[config.mk]
export PLATFORM = sky130hd
export DESIGN_NAME = div_top
export DESIGN_NICKNAME = d
export VERILOG_FILES = /design/src/logic/div_pkg.sv /design/src/logic/div_top.sv /design/src/logic/div_result_format.sv /design/src/logic/div_shift_sub.sv /design/src/logic/div_ctrl_fsm.sv /design/src/logic/div_step_counter.sv /design/src/logic/div_operand_prep.sv
export VERILOG_INCLUDE_DIRS = /design/src /design/src/include
export SDC_FILE = /design/constraint.sdc
export NUM_CORES = 1
export LEC_CHECK = 0
export ABC_AREA = 0
export BUFFER_PORTS_ARGS = -buffer_cell sky130_fd_sc_hd__buf_4
export CELL_PAD_IN_SITES_DETAIL_PLACEMENT = 1
export CELL_PAD_IN_SITES_GLOBAL_PLACEMENT = 1
export CORE_MARGIN = 5
export CORE_UTILIZATION = 45
export DETAILED_ROUTE_END_ITERATION = 7
export GPL_TIMING_DRIVEN = 0
export PLACE_DENSITY = 0.78
export RECOVER_POWER = 50
export SKIP_LAST_GASP = 1
export SYNTH_ARGS = -nofsm -noshare
export SYNTH_HDL_FRONTEND = slang
export SYNTH_SLANG_ARGS = --single-unit
[constraint.sdc]
create_clock -name clk -period 5.6 [get_ports clk]
set_clock_uncertainty 0.2 [all_clocks]
set_input_delay 0.56 -clock clk [delete_from_list [all_inputs] [get_ports clk]]
set_output_delay 0.56 -clock clk [all_outputs]
set_load 0.02 [all_outputs]
[src/include/div_config.svh]
// Fixed widths and credit depth for the RV64 M-extension divider.
// Include wherever one of these macros is referenced.
`ifndef DIV_CONFIG_SVH
`define DIV_CONFIG_SVH

// ============================================================
// datapath
// ============================================================
`define DIV_XLEN 64 // register width of the core

// iteration counter must hold DIV_XLEN itself
`define DIV_STEP_CNT_W 7

// ============================================================
// flow control
// ============================================================
// most result credits the consumer may hand out at once
`define DIV_RESULT_CREDITS 4

`endif
[src/logic/div_pkg.sv]
// Shared types for the divider blocks and the testbench.
// Import with a wildcard in the module header.
`default_nettype none

`include "div_config.svh"

package div_pkg;

  typedef logic [`DIV_XLEN-1:0]       xlen_t;     // one operand or result
  typedef logic [2*`DIV_XLEN-1:0]     dword_t;    // remainder:quotient
  typedef logic [`DIV_STEP_CNT_W-1:0] step_cnt_t; // remaining steps

  typedef logic [$clog2(`DIV_RESULT_CREDITS+1)-1:0] credit_cnt_t;

  // bit 2 rem, bit 1 word, bit 0 unsigned
  typedef enum logic [2:0] {
    OP_DIV   = 3'd0,
    OP_DIVU  = 3'd1,
    OP_DIVW  = 3'd2,
    OP_DIVUW = 3'd3,
    OP_REM   = 3'd4,
    OP_REMU  = 3'd5,
    OP_REMW  = 3'd6,
    OP_REMUW = 3'd7
  } div_op_e;

  typedef enum logic [1:0] {
    S_IDLE = 2'd0,
    S_ITER = 2'd1,
    S_DONE = 2'd2
  } div_state_e;

endpackage

`default_nettype wire

[src/logic/div_top.sv]
// Top level of the iterative divider, one operation in flight.
// Credit-based handshake on both the request and the result side.
`timescale 1ns/1ps
`default_nettype none

module div_top
  import div_pkg::*;
(
  input  logic    clk,
  input  logic    rst_n,
  input  logic    req_valid_i,
  input  div_op_e req_op_i,
  input  xlen_t   dividend_i,
  input  xlen_t   divisor_i,
  output logic    req_credit_o,
  input  logic    result_credit_i,
  output logic    result_valid_o,
  output xlen_t   result_o
);

  xlen_t     dividend_mag, divisor_mag;
  xlen_t     special_val;
  step_cnt_t steps;
  dword_t    rq;
  logic      quot_neg, rem_neg, special;
  logic      load, step, last_step;

  div_operand_prep i_div_operand_prep (
    .op_i           (req_op_i),
    .dividend_i     (dividend_i),
    .divisor_i      (divisor_i),
    .dividend_mag_o (dividend_mag),
    .divisor_mag_o  (divisor_mag),
    .steps_o        (steps),
    .quot_neg_o     (quot_neg),
    .rem_neg_o      (rem_neg),
    .special_o      (special),
    .special_val_o  (special_val)
  );

  div_step_counter i_div_step_counter (
    .clk         (clk),
    .rst_n       (rst_n),
    .load_i      (load),
    .step_i      (step),
    .steps_i     (steps),
    .last_step_o (last_step)
  );

  div_ctrl_fsm i_div_ctrl_fsm (
    .clk             (clk),
    .rst_n           (rst_n),
    .req_valid_i     (req_valid_i),
    .special_i       (special),
    .last_step_i     (last_step),
    .result_credit_i (result_credit_i),
    .load_o          (load),
    .step_o          (step),
    .result_valid_o  (result_valid_o),
    .req_credit_o    (req_credit_o)
  );

  div_shift_sub i_div_shift_sub (
    .clk            (clk),
    .rst_n          (rst_n),
    .load_i         (load),
    .step_i         (step),
    .dividend_mag_i (dividend_mag),
    .divisor_mag_i  (divisor_mag),
    .rq_o           (rq)
  );

  div_result_format i_div_result_format (
    .clk           (clk),
    .rst_n         (rst_n),
    .load_i        (load),
    .op_i          (req_op_i),
    .quot_neg_i    (quot_neg),
    .rem_neg_i     (rem_neg),
    .special_i     (special),
    .special_val_i (special_val),
    .rq_i          (rq),
    .result_o      (result_o)
  );

endmodule

`default_nettype wire

[src/logic/div_result_format.sv]
// Latches sign and special info at accept, then builds the final result.
`timescale 1ns/1ps
`default_nettype none

module div_result_format
  import div_pkg::*;
(
  input  logic    clk,
  input  logic    rst_n,
  input  logic    load_i,
  input  div_op_e op_i,
  input  logic    quot_neg_i,
  input  logic    rem_neg_i,
  input  logic    special_i,
  input  xlen_t   special_val_i,
  input  dword_t  rq_i,
  output xlen_t   result_o
);

  localparam int X = $bits(xlen_t);
  localparam int H = X / 2;

  div_op_e op_q;
  logic    quot_neg_q, rem_neg_q, special_q;
  xlen_t   special_val_q;
  xlen_t   quot, rem, sel;
  logic    is_word, is_rem;

  always_ff @(posedge clk) begin
    if (rst_n) begin
      op_q          <= OP_DIV;
      quot_neg_q    <= 1'b0;
      rem_neg_q     <= 1'b0;
      special_q     <= 1'b0;
      special_val_q <= '0;
    end else if (load_i) begin
      op_q          <= op_i;
      quot_neg_q    <= quot_neg_i;
      rem_neg_q     <= rem_neg_i;
      special_q     <= special_i;
      special_val_q <= special_val_i; // already extended
    end
  end

  assign is_word = op_q inside {OP_DIVW, OP_DIVUW, OP_REMW, OP_REMUW};
  assign is_rem  = op_q inside {OP_REM, OP_REMU, OP_REMW, OP_REMUW};

  assign quot = quot_neg_q ? (~rq_i[X-1:0] + xlen_t'(1)) : rq_i[X-1:0];
  assign rem  = rem_neg_q ? (~rq_i[2*X-1:X] + xlen_t'(1)) : rq_i[2*X-1:X];
  assign sel  = is_rem ? rem : quot;

  assign result_o = special_q ? special_val_q
                  : is_word   ? {{H{sel[H-1]}}, sel[H-1:0]}
                  :             sel;

endmodule

`default_nettype wire

[src/logic/div_shift_sub.sv]
// Remainder:quotient register with one restoring step per clock.
// Loaded with the dividend magnitude, holds the divisor magnitude.
`timescale 1ns/1ps
`default_nettype none

module div_shift_sub
  import div_pkg::*;
(
  input  logic   clk,
  input  logic   rst_n,
  input  logic   load_i,
  input  logic   step_i,
  input  xlen_t  dividend_mag_i,
  input  xlen_t  divisor_mag_i,
  output dword_t rq_o
);

  localparam int X = $bits(xlen_t);

  dword_t         rq_q;
  xlen_t          divisor_q;
  logic [X+1:0]   diff;     // shifted remainder keeps its carry bit
  logic           fits;

  // top X+1 bits of rq_q are the remainder after the left shift
  assign diff = {1'b0, rq_q[2*X-1:X-1]} - {2'b00, divisor_q};
  assign fits = !diff[X+1];

  always_ff @(posedge clk) begin
    if (rst_n) begin
      rq_q      <= '0;
      divisor_q <= '0;
    end else if (load_i) begin
      rq_q      <= {{X{1'b0}}, dividend_mag_i};
      divisor_q <= divisor_mag_i;
    end else if (step_i) begin
      if (fits) begin
        rq_q <= {diff[X-1:0], rq_q[X-2:0], 1'b1}; // keep difference
      end else begin
        rq_q <= {rq_q[2*X-2:0], 1'b0};            // restore
      end
    end
  end

  assign rq_o = rq_q;

endmodule

`default_nettype wire

[src/logic/div_ctrl_fsm.sv]
// Sequences accept, iterate and issue for one division at a time.
// Holds the result credit count and hands the request credit back.
`timescale 1ns/1ps
`default_nettype none

`include "div_config.svh"

module div_ctrl_fsm
  import div_pkg::*;
(
  input  logic clk,
  input  logic rst_n,
  input  logic req_valid_i,
  input  logic special_i,
  input  logic last_step_i,
  input  logic result_credit_i,
  output logic load_o,
  output logic step_o,
  output logic result_valid_o,
  output logic req_credit_o
);

  localparam credit_cnt_t MAX_CREDITS = credit_cnt_t'(`DIV_RESULT_CREDITS);

  div_state_e  state_q, state_d;
  credit_cnt_t credit_q;
  logic        issue;

  // ============================================================
  // state machine
  // ============================================================
  always_ff @(posedge clk) begin
    if (rst_n) begin
      state_q <= S_IDLE;
    end else begin
      state_q <= state_d;
    end
  end

  always_comb begin
    state_d = state_q;
    case (state_q)
      S_IDLE: begin
        if (req_valid_i) begin
          state_d = special_i ? S_DONE : S_ITER; // special skips the loop
        end
      end
      S_ITER: begin
        if (last_step_i) begin
          state_d = S_DONE;
        end
      end
      S_DONE: begin
        if (issue) begin
          state_d = S_IDLE;
        end
      end
      default: state_d = S_IDLE;
    endcase
  end

  assign load_o = (state_q == S_IDLE) && req_valid_i;
  assign step_o = (state_q == S_ITER);
  assign issue  = (state_q == S_DONE) && (credit_q != '0);

  assign result_valid_o = issue;
  assign req_credit_o   = issue; // credit goes back with the result

  // ============================================================
  // result credits
  // ============================================================
  always_ff @(posedge clk) begin
    if (rst_n) begin
      credit_q <= '0;
    end else begin
      case ({result_credit_i, issue})
        2'b10: begin
          if (credit_q != MAX_CREDITS) begin
            credit_q <= credit_q + credit_cnt_t'(1);
          end
        end
        2'b01:   credit_q <= credit_q - credit_cnt_t'(1);
        default: credit_q <= credit_q; // grant and spend cancel
      endcase
    end
  end

endmodule

`default_nettype wire

[src/logic/div_step_counter.sv]
// Counts the remaining divide steps and flags the final one.
`timescale 1ns/1ps
`default_nettype none

module div_step_counter
  import div_pkg::*;
(
  input  logic      clk,
  input  logic      rst_n,
  input  logic      load_i,
  input  logic      step_i,
  input  step_cnt_t steps_i,
  output logic      last_step_o
);

  step_cnt_t cnt_q;

  always_ff @(posedge clk) begin
    if (rst_n) begin
      cnt_q <= '0;
    end else if (load_i) begin
      cnt_q <= steps_i; // 64 or 32
    end else if (step_i) begin
      cnt_q <= cnt_q - step_cnt_t'(1);
    end
  end

  assign last_step_o = (cnt_q == step_cnt_t'(1)); // step in flight is the last

endmodule

`default_nettype wire

[src/logic/div_operand_prep.sv]
// Turns a raw request into magnitudes, sign flags and step count.
// Also flags divide-by-zero and signed overflow with the ISA result.
`timescale 1ns/1ps
`default_nettype none

`include "div_config.svh"

module div_operand_prep
  import div_pkg::*;
(
  input  div_op_e   op_i,
  input  xlen_t     dividend_i,
  input  xlen_t     divisor_i,
  output xlen_t     dividend_mag_o,
  output xlen_t     divisor_mag_o,
  output step_cnt_t steps_o,
  output logic      quot_neg_o,
  output logic      rem_neg_o,
  output logic      special_o,
  output xlen_t     special_val_o
);

  localparam int X = `DIV_XLEN;
  localparam int H = `DIV_XLEN / 2;

  localparam xlen_t MIN_D = {1'b1, {(X-1){1'b0}}};          // -2^63
  localparam xlen_t MIN_W = {{(H+1){1'b1}}, {(H-1){1'b0}}}; // sext(-2^31)

  logic  is_word, is_uns, is_rem;
  logic  a_neg, b_neg;
  logic  div_zero, div_ovf;
  xlen_t a_sext, b_sext;
  xlen_t a_ext, b_ext;
  xlen_t a_abs, b_abs;
  xlen_t a_res;

  assign is_word = op_i inside {OP_DIVW, OP_DIVUW, OP_REMW, OP_REMUW};
  assign is_uns  = op_i inside {OP_DIVU, OP_DIVUW, OP_REMU, OP_REMUW};
  assign is_rem  = op_i inside {OP_REM, OP_REMU, OP_REMW, OP_REMUW};

  // ============================================================
  // width and sign extension
  // ============================================================
  assign a_sext = {{H{dividend_i[H-1]}}, dividend_i[H-1:0]};
  assign b_sext = {{H{divisor_i[H-1]}}, divisor_i[H-1:0]};

  always_comb begin
    if (!is_word) begin
      a_ext = dividend_i;
      b_ext = divisor_i;
    end else if (is_uns) begin
      a_ext = {{H{1'b0}}, dividend_i[H-1:0]}; // upper garbage dropped
      b_ext = {{H{1'b0}}, divisor_i[H-1:0]};
    end else begin
      a_ext = a_sext;
      b_ext = b_sext;
    end
  end

  assign a_neg = !is_uns && a_ext[X-1];
  assign b_neg = !is_uns && b_ext[X-1];
  assign a_abs = a_neg ? (~a_ext + xlen_t'(1)) : a_ext;
  assign b_abs = b_neg ? (~b_ext + xlen_t'(1)) : b_ext;

  // word dividend sits high so 32 steps shift it all out
  assign dividend_mag_o = is_word ? {a_abs[H-1:0], {H{1'b0}}} : a_abs;
  assign divisor_mag_o  = b_abs;
  assign steps_o        = is_word ? step_cnt_t'(H) : step_cnt_t'(X);
  assign quot_neg_o     = a_neg ^ b_neg;
  assign rem_neg_o      = a_neg; // remainder follows dividend

  // ============================================================
  // special cases
  // ============================================================
  assign div_zero = (b_ext == '0);
  assign div_ovf  = !is_uns && (b_ext == '1) && (a_ext == (is_word ? MIN_W : MIN_D));
  assign a_res    = is_word ? a_sext : dividend_i;

  assign special_o     = div_zero || div_ovf;
  assign special_val_o = is_rem ? (div_zero ? a_res : '0)  // rem by -1 gives zero
                                : (div_zero ? '1 : a_res); // quotient all ones

endmodule

`default_nettype wire

==> Word level (Yosys, flattened, before mapping) <==
Cells that the tools add are included.
{ "classes": {"add_sub_neg": 8, "n_eq_ne": 25, "muxes": 30, "bitwise": 5, "reduce_logical": 21} }
{ "ops": {"columns": ["operator", "n"], "rows": [
  ["$mux W64", 18],
  ["$add A64 B1 Y64 const B", 4],
  ["$not A64 Y64", 4],
  ["$mux W128", 1],
  ["$sub A65 B64 Y66", 1],
  ["$eq A64 B64 Y1", 1],
  ["$eq A64 B64 Y1 const B", 1],
  ["$logic_not A64 Y1", 1],
  ["$mux W63", 1],
  ["$eq A3 B3 Y1 const B", 8],
  ["$mux W7", 3],
  ["$reduce_bool A4 Y1", 5],
  ["$eq A3 B2 Y1 const B", 4],
  ["$mux W2", 4],
  ["$eq A7 B1 Y1 const B", 1],
  ["$sub A7 B1 Y7 const B", 1],
  ["$logic_and A1 B1 Y1", 6],
  ["$ne A2 B1 Y1 const B", 3],
  ["$pmux W2 S3", 1],
  ["$pmux W3 S2", 1],
  ["$eq A2 B1 Y1 const B", 2],
  ["$eq A2 B2 Y1 const B", 2],
  ["$reduce_bool A2 Y1", 2],
  ["$add A3 B1 Y3 const B", 1],
  ["other kinds (13)", 13]
]} }
{ "word_totals": {"ff_bits": 274, "in_bits": 135, "output_inout_bits": 66} }

==> Depth between registers and ports, before layout <==
{ "depth": {"ltp_word": 11, "mapped_depth": 15} }

==> Hierarchy <==
A second synthesis with hierarchy kept.
{ "unflattened": {"hier_cells": 3389, "area_unflattened_um2": 24842.6} }
{ "by_module_without_submodules": {"columns": ["module", "instances", "cells_each", "area_each_um2", "seq_area_each_um2"], "rows": [
  ["div_shift_sub", 1, 1442, 11638.7, 3843.7],
  ["div_result_format", 1, 976, 7056.8, 1381.3],
  ["div_operand_prep", 1, 887, 5416.4, 0.0],
  ["div_step_counter", 1, 43, 389.1, 140.1],
  ["div_ctrl_fsm", 1, 41, 341.6, 100.1]
]} }

==> Worst setup path before layout <==
No wires, ideal clock.
{ "synth_timing": {"path_type": "reg-to-output", "start": "register i_div_shift_sub.rq_q[2], in the netlist i_div_shift_sub.rq_o[2]", "end": "output result_o[63]", "arrival_ns": 3.202, "t_required_ns": 4.840, "path_slack_ns": 1.638, "path_stages_with_launch": 10, "cell_sequence": "dfxtp_1 > or4_4 > nor4_4 > nand4_4 > or4_4 > or3_4 > o31ai_1 > xnor2_1 > a21oi_1 > a22oi_1"} }
{ "synth_between": {"elab_chain_len": 6} }
{ "synth_lines": {"columns": ["element", "line", "text"], "rows": [
  ["start, declared", "div_shift_sub.sv:20", "dword_t rq_q;"],
  ["start signal, assigned", "div_shift_sub.sv:34", "rq_q <= {{X{1'b0}}, dividend_mag_i};"],
  ["start signal, assigned", "div_shift_sub.sv:38", "rq_q <= {diff[X-1:0], rq_q[X-2:0], 1'b1};"],
  ["start signal, assigned", "div_shift_sub.sv:40", "rq_q <= {rq_q[2*X-2:0], 1'b0};"],
  ["$not A64 Y64", "div_result_format.sv:48", "assign quot = quot_neg_q ? (~rq_i[X-1:0] + xlen_t'(1)) : rq_i[X-1:0];"],
  ["$add A64 B1 Y64", "div_result_format.sv:48", null],
  ["$mux W64", "div_result_format.sv:48", null],
  ["$mux W64", "div_result_format.sv:50", "assign sel = is_rem ? rem : quot;"],
  ["$mux W64", "div_result_format.sv:53", ": is_word ? {{H{sel[H-1]}}, sel[H-1:0]}"],
  ["$mux W64", "div_result_format.sv:52", "assign result_o = special_q ? special_val_q"],
  ["end, declared", "div_top.sv:18", "output xlen_t result_o"]
]} }
Every way passes these cells.

==> Worst setup path after layout <==
{ "layout_timing": {"start": "register i_div_shift_sub.rq_q[85], in the netlist i_div_shift_sub.rq_o[85]", "end": "output result_o[51]"} }
{ "layout_between": {"elab_chain_len": 6} }
{ "layout_lines": {"columns": ["element", "line", "text"], "rows": [
  ["$not A64 Y64", "div_result_format.sv:49", "assign rem = rem_neg_q ? (~rq_i[2*X-1:X] + xlen_t'(1)) : rq_i[2*X-1:X];"],
  ["$add A64 B1 Y64", "div_result_format.sv:49", null],
  ["$mux W64", "div_result_format.sv:49", null],
  ["$mux W64", "div_result_format.sv:50", null],
  ["$mux W64", "div_result_format.sv:53", null],
  ["$mux W64", "div_result_format.sv:52", null]
]} }
Every way passes these cells.

==> results by group <==
Power
  – Switching power: 4.07 mW
  – Clk network pwr share: 27.1%
  – Combinational share of power: 45.9%
  – Sequential power share: 27.0%
  – Power per cell area: 333 nW/µm²
  – P_int: 4.86 mW
  – Switching share of power: 45.6%
  – Lkg Pwr: 9.95 nW
  – Worst vdd ir: 0.000191 V

GRT
  – First-pass GRT wire length: 184,000 µm
  – Initial antenna violation count: 8
  – Largest net degree at the start of global routing: 14
  – Vias in the first global route: 28,147
  – Global route total overflow: 0
  – Total GRT Usage: 42.3%

STA
  – Tmin final: 5.62 ns
  – Slew margin rel.: 12.2%
  – Final setup violation count: 2
  – RSZ-0062 raised after global routing: false
  – Final Cycle Share: 100%
  – Final hold violations: 0
  – Final setup margin: -0.0167 ns
  – Slew Viols, Final: 0
  – Hold WS: 0.133 ns
  – Worst slew pin tran: 1.28 ns
  – Highest clock rate: 178 MHz

Job
  – Maxcap violations: 0

Routing
  – Drt initial violations: 3,573
  – Via count: 28,703
  – DR WL/cell: 29.7 µm
  – Vias per Instance: 6.74
  – Drt first pass iters: 5
  – DRC: 0
  – Remaining antenna violation count: 0
  – Total wire length: 127,000 µm

Setup path
  – Slowest CP cell: o21ai_0
  – Crit path DAT: 4.86 ns
  – CP Cell Sequence: or4_1, nor4_1, nand4_1, nand2b_1, or3_1, clkbuf_1, o31ai_1, xnor2_1, o221ai_1, o21ai_0, buf_4
  – WP data required: 4.84 ns
  – Critical path class: reg2out
  – Setup crit start kind: flip-flop
  – Max stage delay on crit path: 0.68 ns
  – Max FO, Critical Path: 8
  – CP Capture Type: primary output

Clocking
  – CTS sink count: 273
  – Clock Tree Root: clkbuf_16
  – Post-CTS setup repair buffer count: 0
  – H-tree depth: 2
  – Bufs on Longest Clock Path: 3
  – Clock Pin Slew Worst Setup and Hold Paths: 0.06 ns
  – Total CTS buffers: 36
  – Hold Buf Count CTS: 0
  – Clk_lat worst skew: 0.57 ns
  – Post-cts repair resize count: 0
  – CTS tree: built

Synthesis
  – Share of the synthesized area in the top cell type: 23.4%
  – Seq cells post-synth: 273
  – Dominant cell type by area after synthesis: dfxtp_1
  – Most frequent cell after synthesis: a21oi_1
  – Most area-consuming cells after synthesis: dfxtp_1, a21oi_1, xnor2_1
  – Yosys warns: 0
  – Commonest cells post-synth: a21oi_1, nand2_1, nor2_1
  – Post-Syn Instances: 3,318
  – Async set-reset flop share out of synthesis: 0%
  – Mapped Nets: 3,526
  – Top FF cell, synth: dfxtp_1
  – EDFF count, synth: 0
  – Seq/Total Area, Yosys: 23.4%
  – Average size of a mapped cell: 7.05 µm²
  – Syn Std Cell Area: 23,400 µm²
  – Library cells used by synthesis: 88

Placed design
  – GPL Wtd Cong: 1.05
  – Count of input and output buffers: 195
  – Final HPWL DP: 102,000 µm
  – Placed insts: 4,193
  – Post-DP Area: 25,700 µm²

Floorplanning
  – Std cell rows: 83
  – Die area: 56,600 µm²
  – I/O Pins: 201
  – Starting Density: 45.5%
  – Die height: 238 µm
  – Die width: 238 µm
  – Core Footprint: 51,400 µm²

Layout
  – Multi-input gate area: 16,500 µm²
  – # fillers: 6,782
  – Area grow syn2layout: 14.9%
  – Non-filler cells, final: 4,260
  – Post-route cell area: 26,900 µm²
  – NumNets Final: 3,759
  – Reg area: 5470 µm²
  – Share of cells above drive strength 1: 8.28%

Status
  – Failing checks: negative setup slack
  – Status: finished, violations left

Hold path
  – Hold WC Path Type: in2reg
[power by group through the flow]
stage | combinational [mW] | sequential, mW | clock, mW
after global routing | 4.32 | 2.41 | 2.48
after floorplan | 2.52 | 2.28 | 0
after detailed placement | 3.90 | 2.43 | 0
final | 4.10 | 2.41 | 2.42
after CTS | 3.94 | 2.39 | 2.40
after global placement | 3.80 | 2.41 | 0
[layer usage]
metal	global-route usage, %	wire [µm]
met5	0	42
met4	14.5	5620
met3	12.5	15800
met2	64.7	53600
met1	57.3	51500
[layout by cell type, fill, tap and decap left out, types with 63 or more instances in the layout]
| cell | instances |
|---|---|
| nand2_1 | 365 |
| clkbuf_1 | 241 |
| maj3_1 | 63 |
| xnor2_1 | 182 |
| nor3_1 | 78 |
| buf_4 | 185 |
| o21ai_0 | 281 |
| ha_1 | 71 |
| nor2_1 | 338 |
| inv_1 | 134 |
| o31ai_1 | 68 |
| a21oi_1 | 383 |
| dfxtp_1 | 273 |
| xor2_1 | 110 |
| a211oi_1 | 104 |
[cell families after synthesis]
group,count (synthesis),share of synthesized area [%]
AOI/OAI and AO/OA,1106,29.1
and+or+nand+nor,1084,21.7
buffers and inverters,380,6.25
xor gates and xnor gates,292,10.9
DFF,273,23.4
adders and majority gates,137,6.71
muxes,46,1.97
[critical path, delay by kind of cell (launching register included)]
kind | cells | cell delay [ns]
buf+inv | 2 | 0.45
compound gates | 3 | 1.12
simple gates | 5 | 2.08
flops | 1 | 0.48
xor+xnor | 1 | 0.16
[registers in the layout (all words and copies together), names as in the netlist]
register / flops
i_div_shift_sub.rq_o: 128
i_div_result_format.special_val_q: 64
i_div_shift_sub.divisor_q: 64
i_div_step_counter.cnt_q: 7
i_div_ctrl_fsm.credit_q: 3
i_div_ctrl_fsm.state_q: 2
i_div_result_format.op_q: 2
i_div_result_format.quot_neg_q: 1
i_div_result_format.rem_neg_q: 1
i_div_result_format.special_q: 1
[metrics by stage]
stage               worst slack (ns)  utilization (%)  total power, mW  TNS, ns
floorplan                       1.64                -             4.80        0
global placement             -0.0393             50.0             6.21  -0.0791
detailed placement            -0.115             50.0             6.33   -0.229
CTS                           0.0711             52.3             8.73        0
global route                 0.00184             52.2             9.21        0
finish                       -0.0167             52.3             8.93  -0.0273
[final cells by class]
type                       instances  area share, %
multi-input combinational       2665           61.3
sequential                       273           20.3
timing repair buffer             195           5.30
clock buffer                      45           3.79
buffer                           245           3.49
tap                              680           3.17
inverter                         135           1.89
clock inverter                    19          0.689
antenna                            3         0.0279
[path summary, 6_finish.rpt]
path	from	slack [ns]	depth (start not counted)	to
setup / recovery	i_div_shift_sub.rq_o[85]	-0.02	11	result_o[51]
hold / removal	divisor_i[1]	0.13	3	i_div_shift_sub.divisor_q[1]
setup reg to reg	i_div_shift_sub.rq_o[108]	0.39	13	i_div_shift_sub.rq_o[115]
hold reg to reg	i_div_shift_sub.divisor_q[48]	0.27	2	i_div_shift_sub.divisor_q[48]
No activity file was read; power rests on OpenSTA's default activity.
